--- config.mk ---
export PLATFORM = sky130hd
export DESIGN_NAME = rsa_apb_regs
export DESIGN_NICKNAME = d
export VERILOG_FILES = /design/src/hdl/apb_pkg.sv /design/src/hdl/rsa_pkg.sv /design/src/hdl/rsa_apb_regs.sv
export VERILOG_INCLUDE_DIRS = /design/src /design/src/hdl
export SDC_FILE = /design/constraint.sdc
export NUM_CORES = 1
export LEC_CHECK = 0
export ABC_AREA = 1
export ABC_CLOCK_PERIOD_IN_PS = 5600
export BUFFER_PORTS_ARGS = -buffer_cell sky130_fd_sc_hd__buf_4
export CAP_MARGIN = 20
export CORE_AREA = 2 2 429 431
export DETAILED_ROUTE_END_ITERATION = 10
export DIE_AREA = 0 0 431 433
export HOLD_SLACK_MARGIN = 0.03
export MAX_ROUTING_LAYER = met4
export PLACE_DENSITY = 0.46
export SLEW_MARGIN = 20
export SYNTH_ARGS = -nofsm -noshare
export SYNTH_HDL_FRONTEND = slang
export SYNTH_SLANG_ARGS = --single-unit
export TNS_END_PERCENT = 100
--- constraint.sdc ---
create_clock -name i_clk -period 5.6 [get_ports i_clk]
set_clock_uncertainty 0.15 [all_clocks]
set_input_delay 0.56 -clock i_clk [delete_from_list [all_inputs] [get_ports i_clk]]
set_output_delay 0.56 -clock i_clk [all_outputs]
set_load 0.02 [all_outputs]
--- src/hdl/rsa_settings.svh ---
`ifndef RSA_SETTINGS_SVH
`define RSA_SETTINGS_SVH

// operand size
`define RSA_WIDTH 256
`define RSA_WORDS (`RSA_WIDTH / 32)

// register map with one word every 4 bytes inside an operand block
`define ADDR_CTRL 12'h000
`define ADDR_STAT 12'h004
`define ADDR_N    12'h100
`define ADDR_D    12'h200
`define ADDR_A    12'h300
`define ADDR_R    12'h400

`endif

--- src/hdl/apb_pkg.sv ---
package apb_pkg;

	// bus data word
	typedef logic [31:0] apb_word_t;

	// master to slave
	typedef struct packed {
		logic        psel;
		logic        penable;
		logic        pwrite;
		logic [11:0] paddr;
		apb_word_t   pwdata;
	} apb_req_t;

	// slave to master
	typedef struct packed {
		apb_word_t prdata;
		logic      pready;
		logic      pslverr;
	} apb_rsp_t;

endpackage

--- src/hdl/rsa_pkg.sv ---
`include "rsa_settings.svh"

package rsa_pkg;

	// one big number
	typedef logic [`RSA_WIDTH-1:0] rsa_operand_t;

	// modulus and private exponent
	typedef struct packed {
		rsa_operand_t n;
		rsa_operand_t d;
	} rsa_key_t;

	// operands of one montgomery product
	typedef struct packed {
		rsa_operand_t a;
		rsa_operand_t b;
	} mont_req_t;

	// exponentiation controller
	typedef enum logic [2:0] {
		ST_IDLE,
		ST_PREP,
		ST_ISSUE,
		ST_WAIT,
		ST_STEP
	} rsa_state_e;

endpackage

--- src/hdl/rsa_apb_regs.sv ---
`timescale 1ns/1ns
`include "rsa_settings.svh"

module rsa_apb_regs (
	input  logic                  i_clk,
	input  logic                  i_rst,
	input  apb_pkg::apb_req_t     i_apb,
	output apb_pkg::apb_rsp_t     o_apb,
	output logic                  o_start,
	output rsa_pkg::rsa_key_t     o_key,
	output rsa_pkg::rsa_operand_t o_a,
	input  rsa_pkg::rsa_operand_t i_result,
	input  logic                  i_done
);
	import apb_pkg::*;
	import rsa_pkg::*;

	logic         access;
	logic         wr_ok;
	logic [11:0]  base;
	logic [7:0]   off;
	logic [5:0]   word;
	logic         word_ok;
	logic         hit_ctrl;
	logic         hit_stat;
	logic         hit_n;
	logic         hit_d;
	logic         hit_a;
	logic         hit_r;
	logic         hit_op;
	logic         err;
	logic         busy;
	logic         done;
	rsa_operand_t result_q;
	apb_word_t    rdata;

	assign access = i_apb.psel && i_apb.penable;

	// block select from the upper nibble, word index below it
	assign base     = {i_apb.paddr[11:8], 8'h00};
	assign off      = i_apb.paddr[7:0];
	assign word     = off[7:2];
	assign word_ok  = (off[1:0] == 2'b00) && (word < 6'(`RSA_WORDS));
	assign hit_ctrl = i_apb.paddr == `ADDR_CTRL;
	assign hit_stat = i_apb.paddr == `ADDR_STAT;
	assign hit_n    = (base == `ADDR_N) && word_ok;
	assign hit_d    = (base == `ADDR_D) && word_ok;
	assign hit_a    = (base == `ADDR_A) && word_ok;
	assign hit_r    = (base == `ADDR_R) && word_ok;
	assign hit_op   = hit_n || hit_d || hit_a;

	always_comb begin
		err = !(hit_ctrl || hit_stat || hit_op || hit_r);
		if (i_apb.pwrite) begin
			// read-only registers
			if (hit_stat || hit_r) begin
				err = 1'b1;
			end
			// operands are locked while the core runs
			if (busy && (hit_op || (hit_ctrl && i_apb.pwdata[0]))) begin
				err = 1'b1;
			end
		end
	end

	assign wr_ok = access && i_apb.pwrite && !err;

	always_comb begin
		rdata = '0;
		if (hit_stat) begin
			rdata = {30'd0, done, busy};
		end else if (hit_n) begin
			rdata = o_key.n[word*32 +: 32];
		end else if (hit_d) begin
			rdata = o_key.d[word*32 +: 32];
		end else if (hit_a) begin
			rdata = o_a[word*32 +: 32];
		end else if (hit_r) begin
			rdata = result_q[word*32 +: 32];
		end
	end

	// no wait states
	assign o_apb = '{prdata: rdata, pready: 1'b1, pslverr: access && err};

	always_ff @(posedge i_clk or negedge i_rst) begin
		if (!i_rst) begin
			o_start  <= 1'b0;
			busy     <= 1'b0;
			done     <= 1'b0;
			result_q <= '0;
		end else begin
			o_start <= 1'b0;
			if (wr_ok && hit_ctrl && i_apb.pwdata[0]) begin
				o_start <= 1'b1;
				busy    <= 1'b1;
				done    <= 1'b0;
			end else if (i_done) begin
				busy <= 1'b0;
				done <= 1'b1;
			end
			if (i_done) begin
				result_q <= i_result;
			end
		end
	end

	// operand words
	always_ff @(posedge i_clk) begin
		if (wr_ok && hit_n) begin
			o_key.n[word*32 +: 32] <= i_apb.pwdata;
		end
		if (wr_ok && hit_d) begin
			o_key.d[word*32 +: 32] <= i_apb.pwdata;
		end
		if (wr_ok && hit_a) begin
			o_a[word*32 +: 32] <= i_apb.pwdata;
		end
	end

endmodule

### Word level (Yosys, flattened, before mapping)

Cells that the tools add are included.

* register bits: 1027
* output and inout port bits: 803
* logic and storage cells: 64

* add/sub/neg operators: 1
* $lt $le $gt $ge: 1
* equality and inequality tests: 5
* shift operators: 6
* multiplexer cells: 16
* reductions and logical operators: 28

Operators by type and width (number)
* indexed part select 256 x 12 -> 32 bit: 4
* bitwise mux 256 bit: 3
* variable shift 32 x 34 -> 256 bit, first input constant: 1
* indexed part select 32 x 34 -> 256 bit: 1
* two-way mux 32 bit: 5
* negator 11 -> 34 bit: 1
* logical AND 1 bit: 16
* equality test 12 x 3 -> 1 bit, second input constant: 1
* zero test 12 bit: 1
* equality test 4 x 2 -> 1 bit, second input constant: 2
* two-way mux 1 bit: 8
* logical OR 1 bit: 7
* less-than comparator 6 x 4 -> 1 bit, second input constant: 1
* equality test 4 x 1 -> 1 bit, second input constant: 1
* equality test 4 x 3 -> 1 bit, second input constant: 1
* zero test 1 bit: 2
* zero test 2 bit: 1
* nonzero test 2 bit: 1

### Logic depth before layout (Yosys ltp)

Gate-level depths: netlist of run 1.

* word-level depth: 16
* depth in mapped cells: 16

### Least setup slack after synthesis of run 1

OpenSTA, ideal clock, no wires.

* path kind: in2reg
* start point: input port i_apb[34] in the netlist's numbering
* end point: register o_key[320] in the netlist's numbering (enable)
* arrival: 3753 ps
* data required time: 5029 ps
* setup slack: 1276 ps
* stages on the path: 15
* buffers on the path: 5
* cell sequence: inv_2 buf_6 buf_6 buf_6 buf_4 buf_2 ha_1 nand2_2 o21ai_1 nand2_1 inv_2 nand3_2 nor2_1 nand4_1 nor2_1

* cells in the longest elaborated chain, start to end: 14
* elaborated cells between the ends (all ways): 24
* those cells by class: order compare (1); eq/ne (1); mux (3); reduce/logical (19)

Ends and longest elaborated chain
* start, declared: RTL line rsa_apb_regs.sv:7 `input apb_pkg::apb_req_t i_apb,`
* less-than comparator 6 x 4 -> 1 bit: RTL line rsa_apb_regs.sv:43 `` assign word_ok = (off[1:0] == 2'b00) && (word < 6'(`RSA_WORDS)); ``
* logical AND 1 bit: RTL line rsa_apb_regs.sv:43
* logical AND 1 bit, on equally long branches: RTL line rsa_apb_regs.sv:46, rsa_apb_regs.sv:47
* logical OR 1 bit (2 in series): RTL line rsa_apb_regs.sv:50 `assign hit_op = hit_n || hit_d || hit_a;`
* logical OR 1 bit (2 in series): RTL line rsa_apb_regs.sv:53 `err = !(hit_ctrl || hit_stat || hit_op || hit_r);`
* zero test 1 bit: RTL line rsa_apb_regs.sv:53
* two-way mux 1 bit: RTL line rsa_apb_regs.sv:56 `if (hit_stat || hit_r) begin`
* two-way mux 1 bit: RTL line rsa_apb_regs.sv:60 `if (busy && (hit_op || (hit_ctrl && i_apb.pwdata[0]))) begin`
* two-way mux 1 bit: RTL line rsa_apb_regs.sv:54 `if (i_apb.pwrite) begin`
* zero test 1 bit: RTL line rsa_apb_regs.sv:66 `assign wr_ok = access && i_apb.pwrite && !err;`
* logical AND 1 bit: RTL line rsa_apb_regs.sv:66
* logical AND 1 bit (*): RTL line rsa_apb_regs.sv:110 `if (wr_ok && hit_n) begin`
* end, declared: RTL line rsa_apb_regs.sv:10 `output rsa_pkg::rsa_key_t o_key,`

Mark *: on every way between the ends. The rest lies on a longest branch, timed or not.
A chain may end at the register's enable or synchronous reset.

==> results of run 1 <==
[layer usage]
layer	routed length (um)	share of wire
met5	0	0
met4	25300	0.085
met3	18900	0.064
met2	156000	0.52
met1	97100	0.33
[power by group through the flow]
stage,sequential (W),clock (W),combinational [W]
finish,0.00838,0.00790,0.00175
global route,0.00839,0.00827,0.00185
CTS,0.00838,0.00799,0.00175
detailed placement,0.00853,0,0.00160
global placement,0.00853,0,0.00159
floorplan,0.00849,0,0.000797
[layout make-up]
cell class / count / area [sq um] / share of cell area
repair buffers: 1492 / 12100 / 0.193
multi-input cells: 2900 / 13500 / 0.215
inverters: 198 / 764 / 0.0122
clock buffers: 153 / 3220 / 0.0512
well taps: 2385 / 2980 / 0.0475
flip-flops and latches: 1027 / 29500 / 0.470
clock inverters: 66 / 632 / 0.0101
diodes: 13 / 32.5 / 0.000518
[synthesized netlist by cell type (28+ instances only)]
master | number | area [sq um]
dfrtp_1 | 259 | 6480
nor3_2 | 34 | 340
nor4_2 | 28 | 350
a21oi_1 | 150 | 751
clkbuf_1 | 115 | 432
edfxtp_1 | 768 | 23100
nand3_1 | 201 | 1010
o21ai_0 | 447 | 2240
nor2_1 | 730 | 2740
o211ai_1 | 73 | 548
nand2_1 | 993 | 3730
buf_2 | 133 | 666
o21ai_1 | 81 | 405
o22ai_1 | 62 | 388
buf_4 | 39 | 293
nand4_1 | 36 | 225
inv_1 | 183 | 687
[flip-flops by register name (all words and copies together), names as in the netlist]
| signal | cells |
|---|---|
| busy | 1 |
| result_q | 256 |
| o_start | 1 |
| done | 1 |
| o_a | 256 |
| o_key | 512 |
[critical path: stages]
cell and delay, ns:
buf_8 0.17, inv_8 0.53, buf_12 0.37, buf_4 0.37, o21ai_0 0.12, o221ai_1 0.71, nand2_1 0.11, nand2_1 0.10
nor2_1 0.05, nor2_1 0.36, buf_4 0.23
[cells in the final DEF (no fill, tap or decap), drive strengths merged, types with 13 or more instances in the layout]
cell type and instances:
clkbuf 153, nor4 33, o221ai 26, nor3 35
nand4 40, nor2 739, inv 203, buf 1236
edfxtp 768, o21ai 528, o22ai 62, dfrtp 259
a21oi 150, diode 13, nand2 994, nand3 202
o211ai 73, clkinv 48, dlygate4sd3 256
[cells by family (layout without fill, tap and decap cells)]
family / Yosys count / count (layout)
simple gates: 2046 / 2046
compound gates: 850 / 850
other cells: 1 / 14
flops: 1027 / 1027
buf+inv: 517 / 1909
fa+ha+maj: 3 / 3
[metrics by stage]
stage                     worst slack [ns]  instances
final                                0.991       8234
after global routing                 0.964       8230
after CTS                            0.977       8221
after detailed placement             0.978       7746
after global placement                1.02       7746
after floorplan                       1.28       4444
[worst paths after layout]
path                                                 from  cells after the start                   endpoint
worst max-delay path                            i_apb[34]                     11                   o_apb[9]
worst min-delay path                            i_apb[23]                      3         o_a[151]$_DFFE_PP_
worst max register to register           busy$_DFFE_PN0P_                      8        o_key[20]$_DFFE_PP_
worst min register to register  result_q[191]$_DFFE_PN0P_                      2  result_q[191]$_DFFE_PN0P_
max in group asynchronous                           i_rst                      3  result_q[247]$_DFFE_PN0P_
min in group asynchronous                           i_rst                      2  result_q[102]$_DFFE_PN0P_
[repair_timing]
action	4_1_cts	5_1_grt
hold buffers	256	0
hold endpoints to repair	346	0
setup buffers	0	0
==> summary.txt, run 1 <==
Synth
  – Post-Syn Area: 45200 sq um
  – Largest family of logic cells by synthesized area: simple AND/OR/NAND/NOR gates
  – Syn Inst Count: 4444
  – Mapped Nets: 4753
  – Post-Synth Adder-Cell Area: 0.000830
  – Yosys warns: 0
  – Multiplexer share of the synthesized area: 0
  – Post-Synth Simple-Gate Area: 0.190
  – Compound-Gate Fraction of Synth Area: 0.103
  – Top FF cell, synth: edfxtp_1
  – Post-Synth XOR/XNOR Area: 0
  – EDFF count, synth: 768
  – FF+latch count, synth: 1027
  – Synth unique cells: 39
  – Avg Cell Area, Syn: 10.2 sq um
  – Sequential share of the synthesized area: 0.654
  – Ys async rst share: 0.252

Power
  – Power share of the combinational group: 0.097
  – Power consumption: 0.0180 W
  – Highest ir drop seen on vdd: 0.249 mV
  – Net switching share of the total power: 0.262
  – P_sw: 0.00471 W
  – Power Density: 287 nW/um^2
  – Seq pwr share: 0.465
  – Int Pwr: 0.0133 W
  – Power share of the clock group: 0.438
  – Leak Pwr: 27.3 nW

Clocking
  – TritonCTS Buffers: 120
  – CTS tree: done
  – Worst-skew pair later-pin latency: 0.80 ns
  – # resized after CTS: 0
  – Root buf cell: clkbuf_16
  – Clk slew on worst S/H paths: 0.07 ns
  – Clock sinks: 1027
  – H-tree depth: 3
  – Max clock buf depth: 3

Place
  – Post-DP HPWL: 231000 um
  – Final GP Congestion: 0.928
  – I/O Buffers: 1107
  – Post-DP Area: 56400 sq um

Finish
  – Layout cell share with drive strength beyond 1: 0.261
  – Post-route cell area: 62800 sq um
  – Final Util: 0.345
  – Area Overhead vs Synth: 38.9%
  – Fillers: 18646
  – Layout Nets: 6048

Die
  – Die area: 187000 sq um
  – Placeable Area: 182000 sq um
  – Io pins: 1109
  – Die W: 431 um
  – Initial Util: 0.248
  – Num rows: 157
  – Die Y: 433 um

GRT
  – Largest net degree at the start of global routing: 203
  – Gr usage total: 0.317
  – Global-route wire length before repair: 383000 um
  – Initial antenna violation count: 17
  – Vias in the first global route: 40981
  – Most used routing layer: met2
  – GRT met3 Usage: 0.0640
  – GR Layer Usage met2: 0.567
  – Routing usage on met1: 0.304
  – Total global routing overflow: 0

Route
  – Routed length per instance: 36.1 um
  – Residual DRC: 0
  – Antenna-violating nets left: 0
  – Via count: 41164
  – Detailed Routing Iterations Pass 1: 8
  – Initial DRC count: 3703
  – Overall routed net length: 297000 um
  – Vias per cell: 5.00

STA
  – Maximum clock frequency: 0.217 GHz
  – Final Max Tran Viols: 0
  – # setup viols final: 0
  – Fin crit period: 4.61 ns
  – Final period util: 0.823
  – Worst Tran Pin Value: 1.19 ns
  – Final Hold Fails: 0
  – Unrepaired setup endpoints after global routing: no
  – TNS Setup: 0 ns
  – Hold slack: 0.0884 ns
  – Rel. slew slack: 0.205

Critical path
  – Critical Path AT: 3.90 ns
  – CP endpoint kind: output port
  – Reg2Reg Setup Slack: 2.77 ns
  – Crit path max fanout: 70
  – Required @ worst endpoint: 4.89 ns
  – WS Path Type: in -> out
  – CP startpoint kind: input pin

Outcome
  – Status: complete, no violations

Worst hold path
  – HP Class: in -> reg

Run
  – Max Cap Violations: 0
Power figures use the tool's default switching activity.
==> run 2, diff against run 1 <==
--- a/config.mk
+++ b/config.mk
@@ -7,7 +7,7 @@
 export NUM_CORES = 1
 export LEC_CHECK = 0
 export ABC_AREA = 1
-export ABC_CLOCK_PERIOD_IN_PS = 5600
+export ABC_CLOCK_PERIOD_IN_PS = 4240
 export BUFFER_PORTS_ARGS = -buffer_cell sky130_fd_sc_hd__buf_4
 export CAP_MARGIN = 20
 export CORE_AREA = 2 2 429 431
@@ -15,7 +15,7 @@
 export DIE_AREA = 0 0 431 433
 export HOLD_SLACK_MARGIN = 0.03
 export MAX_ROUTING_LAYER = met4
-export PLACE_DENSITY = 0.46
+export PLACE_DENSITY = 0.48
 export SLEW_MARGIN = 20
 export SYNTH_ARGS = -nofsm -noshare
 export SYNTH_HDL_FRONTEND = slang
==> constraint.sdc (replaced) <==
create_clock -name i_clk -period 4.24 [get_ports i_clk]
set_clock_uncertainty 0.15 [all_clocks]
set_input_delay 0.424 -clock i_clk [delete_from_list [all_inputs] [get_ports i_clk]]
set_output_delay 0.424 -clock i_clk [all_outputs]
set_load 0.02 [all_outputs]
==> summary.txt, run 2 (synthesis gave the netlist of run 1 again) <==
Clocking
  – Worst-skew pair later-pin latency: 0.78 ns
  – TritonCTS Buffers: 119
  – CTS tree: done
  – H-tree depth: 3
  – Max clock buf depth: 3
  – Post-CTS Setup Bufs: 0
  – Root buf cell: clkbuf_16
  – Clk slew on worst S/H paths: 0.06 ns
  – Clock sinks: 1027

Place
  – Dpl cells: 7802
  – Final GP Congestion: 0.962
  – I/O Buffers: 1107
  – Post-DP HPWL: 233000 um

GRT
  – Routing usage on met1: 0.311
  – Total global routing overflow: 0
  – Global-route wire length before repair: 387000 um
  – Gr usage total: 0.319
  – Initial antenna violation count: 22
  – GRT met3 Usage: 0.0628
  – Largest net degree at the start of global routing: 177
  – Most used routing layer: met2
  – Vias in the first global route: 42097
  – GR Layer Usage met2: 0.561

STA
  – Final Max Tran Viols: 0
  – Rel. slew slack: 0.102
  – Unrepaired setup endpoints after global routing: no
  – Worst Tran Pin Value: 1.34 ns
  – Final Hold Fails: 0
  – # setup viols final: 0
  – Final period util: 0.947
  – Fin crit period: 4.02 ns
  – Maximum clock frequency: 0.249 GHz
  – TNS Setup: 0 ns

Critical path
  – CP Depth: 12
  – Worst path cell trace: buf_4, nor2_4, buf_4, buf_4, o21ai_0, o22ai_1, buf_4, o21ai_1, nand2_1, nor2_1, nor2_1, buf_4
  – CP endpoint kind: output port
  – Required @ worst endpoint: 3.67 ns
  – Worst Reg2Reg Path Length in Cells: 9
  – Crit path top cell by count: buf_4
  – Slowest cell on crit path: nor2_1
  – CP startpoint kind: input pin
  – Buffer and inverter count on the worst path: 5
  – WS Path Type: in -> out
  – Critical Path AT: 3.44 ns
  – Family with the most delay on the worst path: buffers and inverters
  – Crit path max fanout: 19
  – Worst path max stage delay: 0.45 ns

Die
  – Initial Util: 0.248
  – Die area: 187000 sq um
  – Num rows: 157
  – Io pins: 1109
  – Die Y: 433 um
  – Placeable Area: 182000 sq um
  – Die W: 431 um

Finish
  – Most frequent cells in the layout: buf_4 (1250), nand2_1 (991), edfxtp_1 (768)
  – Area Overhead vs Synth: 42.1%
  – Layout Nets: 6178
  – Fillers: 18422
  – Most common cell after layout, fill and taps aside: buf_4
  – Layout Cells excl Fill: 8369
  – Number of flip-flops in the largest register: 512
  – Layout cell share with drive strength beyond 1: 0.265

Worst hold path
  – Hold depth: 3
  – HP Class: in -> reg

Route
  – Via count: 42136
  – Antenna-violating nets left: 0
  – Residual DRC: 0
  – Routed length per instance: 35.8 um
  – Initial DRC count: 4140
  – Detailed Routing Iterations Pass 1: 6
  – Vias per cell: 5.03
  – Overall routed net length: 299000 um

Power
  – Highest ir drop seen on vdd: 0.367 mV
  – Power Density: 375 nW/um^2
  – Leak Pwr: 27.9 nW

Outcome
  – Status: complete, no violations

Run
  – Max Cap Violations: 0
-- run 2: cell types whose count changed in the layout (fill, tap and decap cells not counted), sizes merged --
cell	delta
bufinv	+2
clkinvlp	-1
clkinv	-6
buf	+56
clkbuf	+10
inv	-1
dlygate4sd3	+75
-- run 2: per-stage QoR --
step                      hold slack (ns)  area, sq um  power (W)   util  worst slack [ns]
after floorplan                   -0.0216        45200     0.0123      -            0.0520
after global placement              0.299        57000     0.0135  0.313             0.216
after detailed placement            0.304        57000     0.0135  0.313             0.164
after CTS                          0.0397        64200     0.0242  0.353             0.145
after global routing               0.0756        64200     0.0247  0.353             0.118
final                              0.0774        64200     0.0241  0.353             0.223
-- run 2: routing by layer --
metal	routed length [um]	share of wire	vias to the layer above
met5	0	0	-
met2	154000	0.52	2051
met3	18500	0.062	627
met1	98900	0.33	21360
li1	-	-	18098
met4	27700	0.092	0
-- run 2: power by group --
| group | switching [W] | total [W] | internal, W | leakage [nW] |
|---|---|---|---|---|
| Combinational | 0.00162 | 0.00246 | 0.000841 | 14.1 |
| Clock | 0.00454 | 0.0106 | 0.00604 | 1.90 |
| Sequential | 0.000119 | 0.0111 | 0.0109 | 11.9 |
-- run 2: layout make-up --
| type | count | area, sq um | area share |
|---|---|---|---|
| well taps | 2385 | 2980 | 0.0465 |
| repair buffers | 1623 | 13500 | 0.210 |
| flip-flops and latches | 1027 | 29500 | 0.460 |
| multi-input cells | 2900 | 13500 | 0.210 |
| clock inverters | 60 | 644 | 0.0100 |
| inverters | 198 | 767 | 0.0119 |
| clock buffers | 163 | 3260 | 0.0507 |
| diodes | 13 | 32.5 | 0.000506 |
-- run 2: final timing paths --
path / slack (ns) / end / startpoint
max: 0.22 / o_apb[27] / i_apb[36]
min: 0.08 / o_key[464]$_DFFE_PP_ / i_apb[16]
max reg2reg: 1.87 / o_key[235]$_DFFE_PP_ / busy$_DFFE_PN0P_
min reg2reg: 0.32 / result_q[50]$_DFFE_PN0P_ / result_q[50]$_DFFE_PN0P_
max in group asynchronous: 2.70 / result_q[195]$_DFFE_PN0P_ / i_rst
min in group asynchronous: 0.19 / result_q[123]$_DFFE_PN0P_ / i_rst
-- run 2: worst min-delay path: cells and delay by family --
family,cells,cell delay [ns]
buf+inv,1,0.13
simple gates,2,0.27
-- run 2: repair_timing --
action / CTS / global route
hold endpoints to repair: 449 / 0
hold buffers: 331 / 0
gates resized for setup: 0 / 0
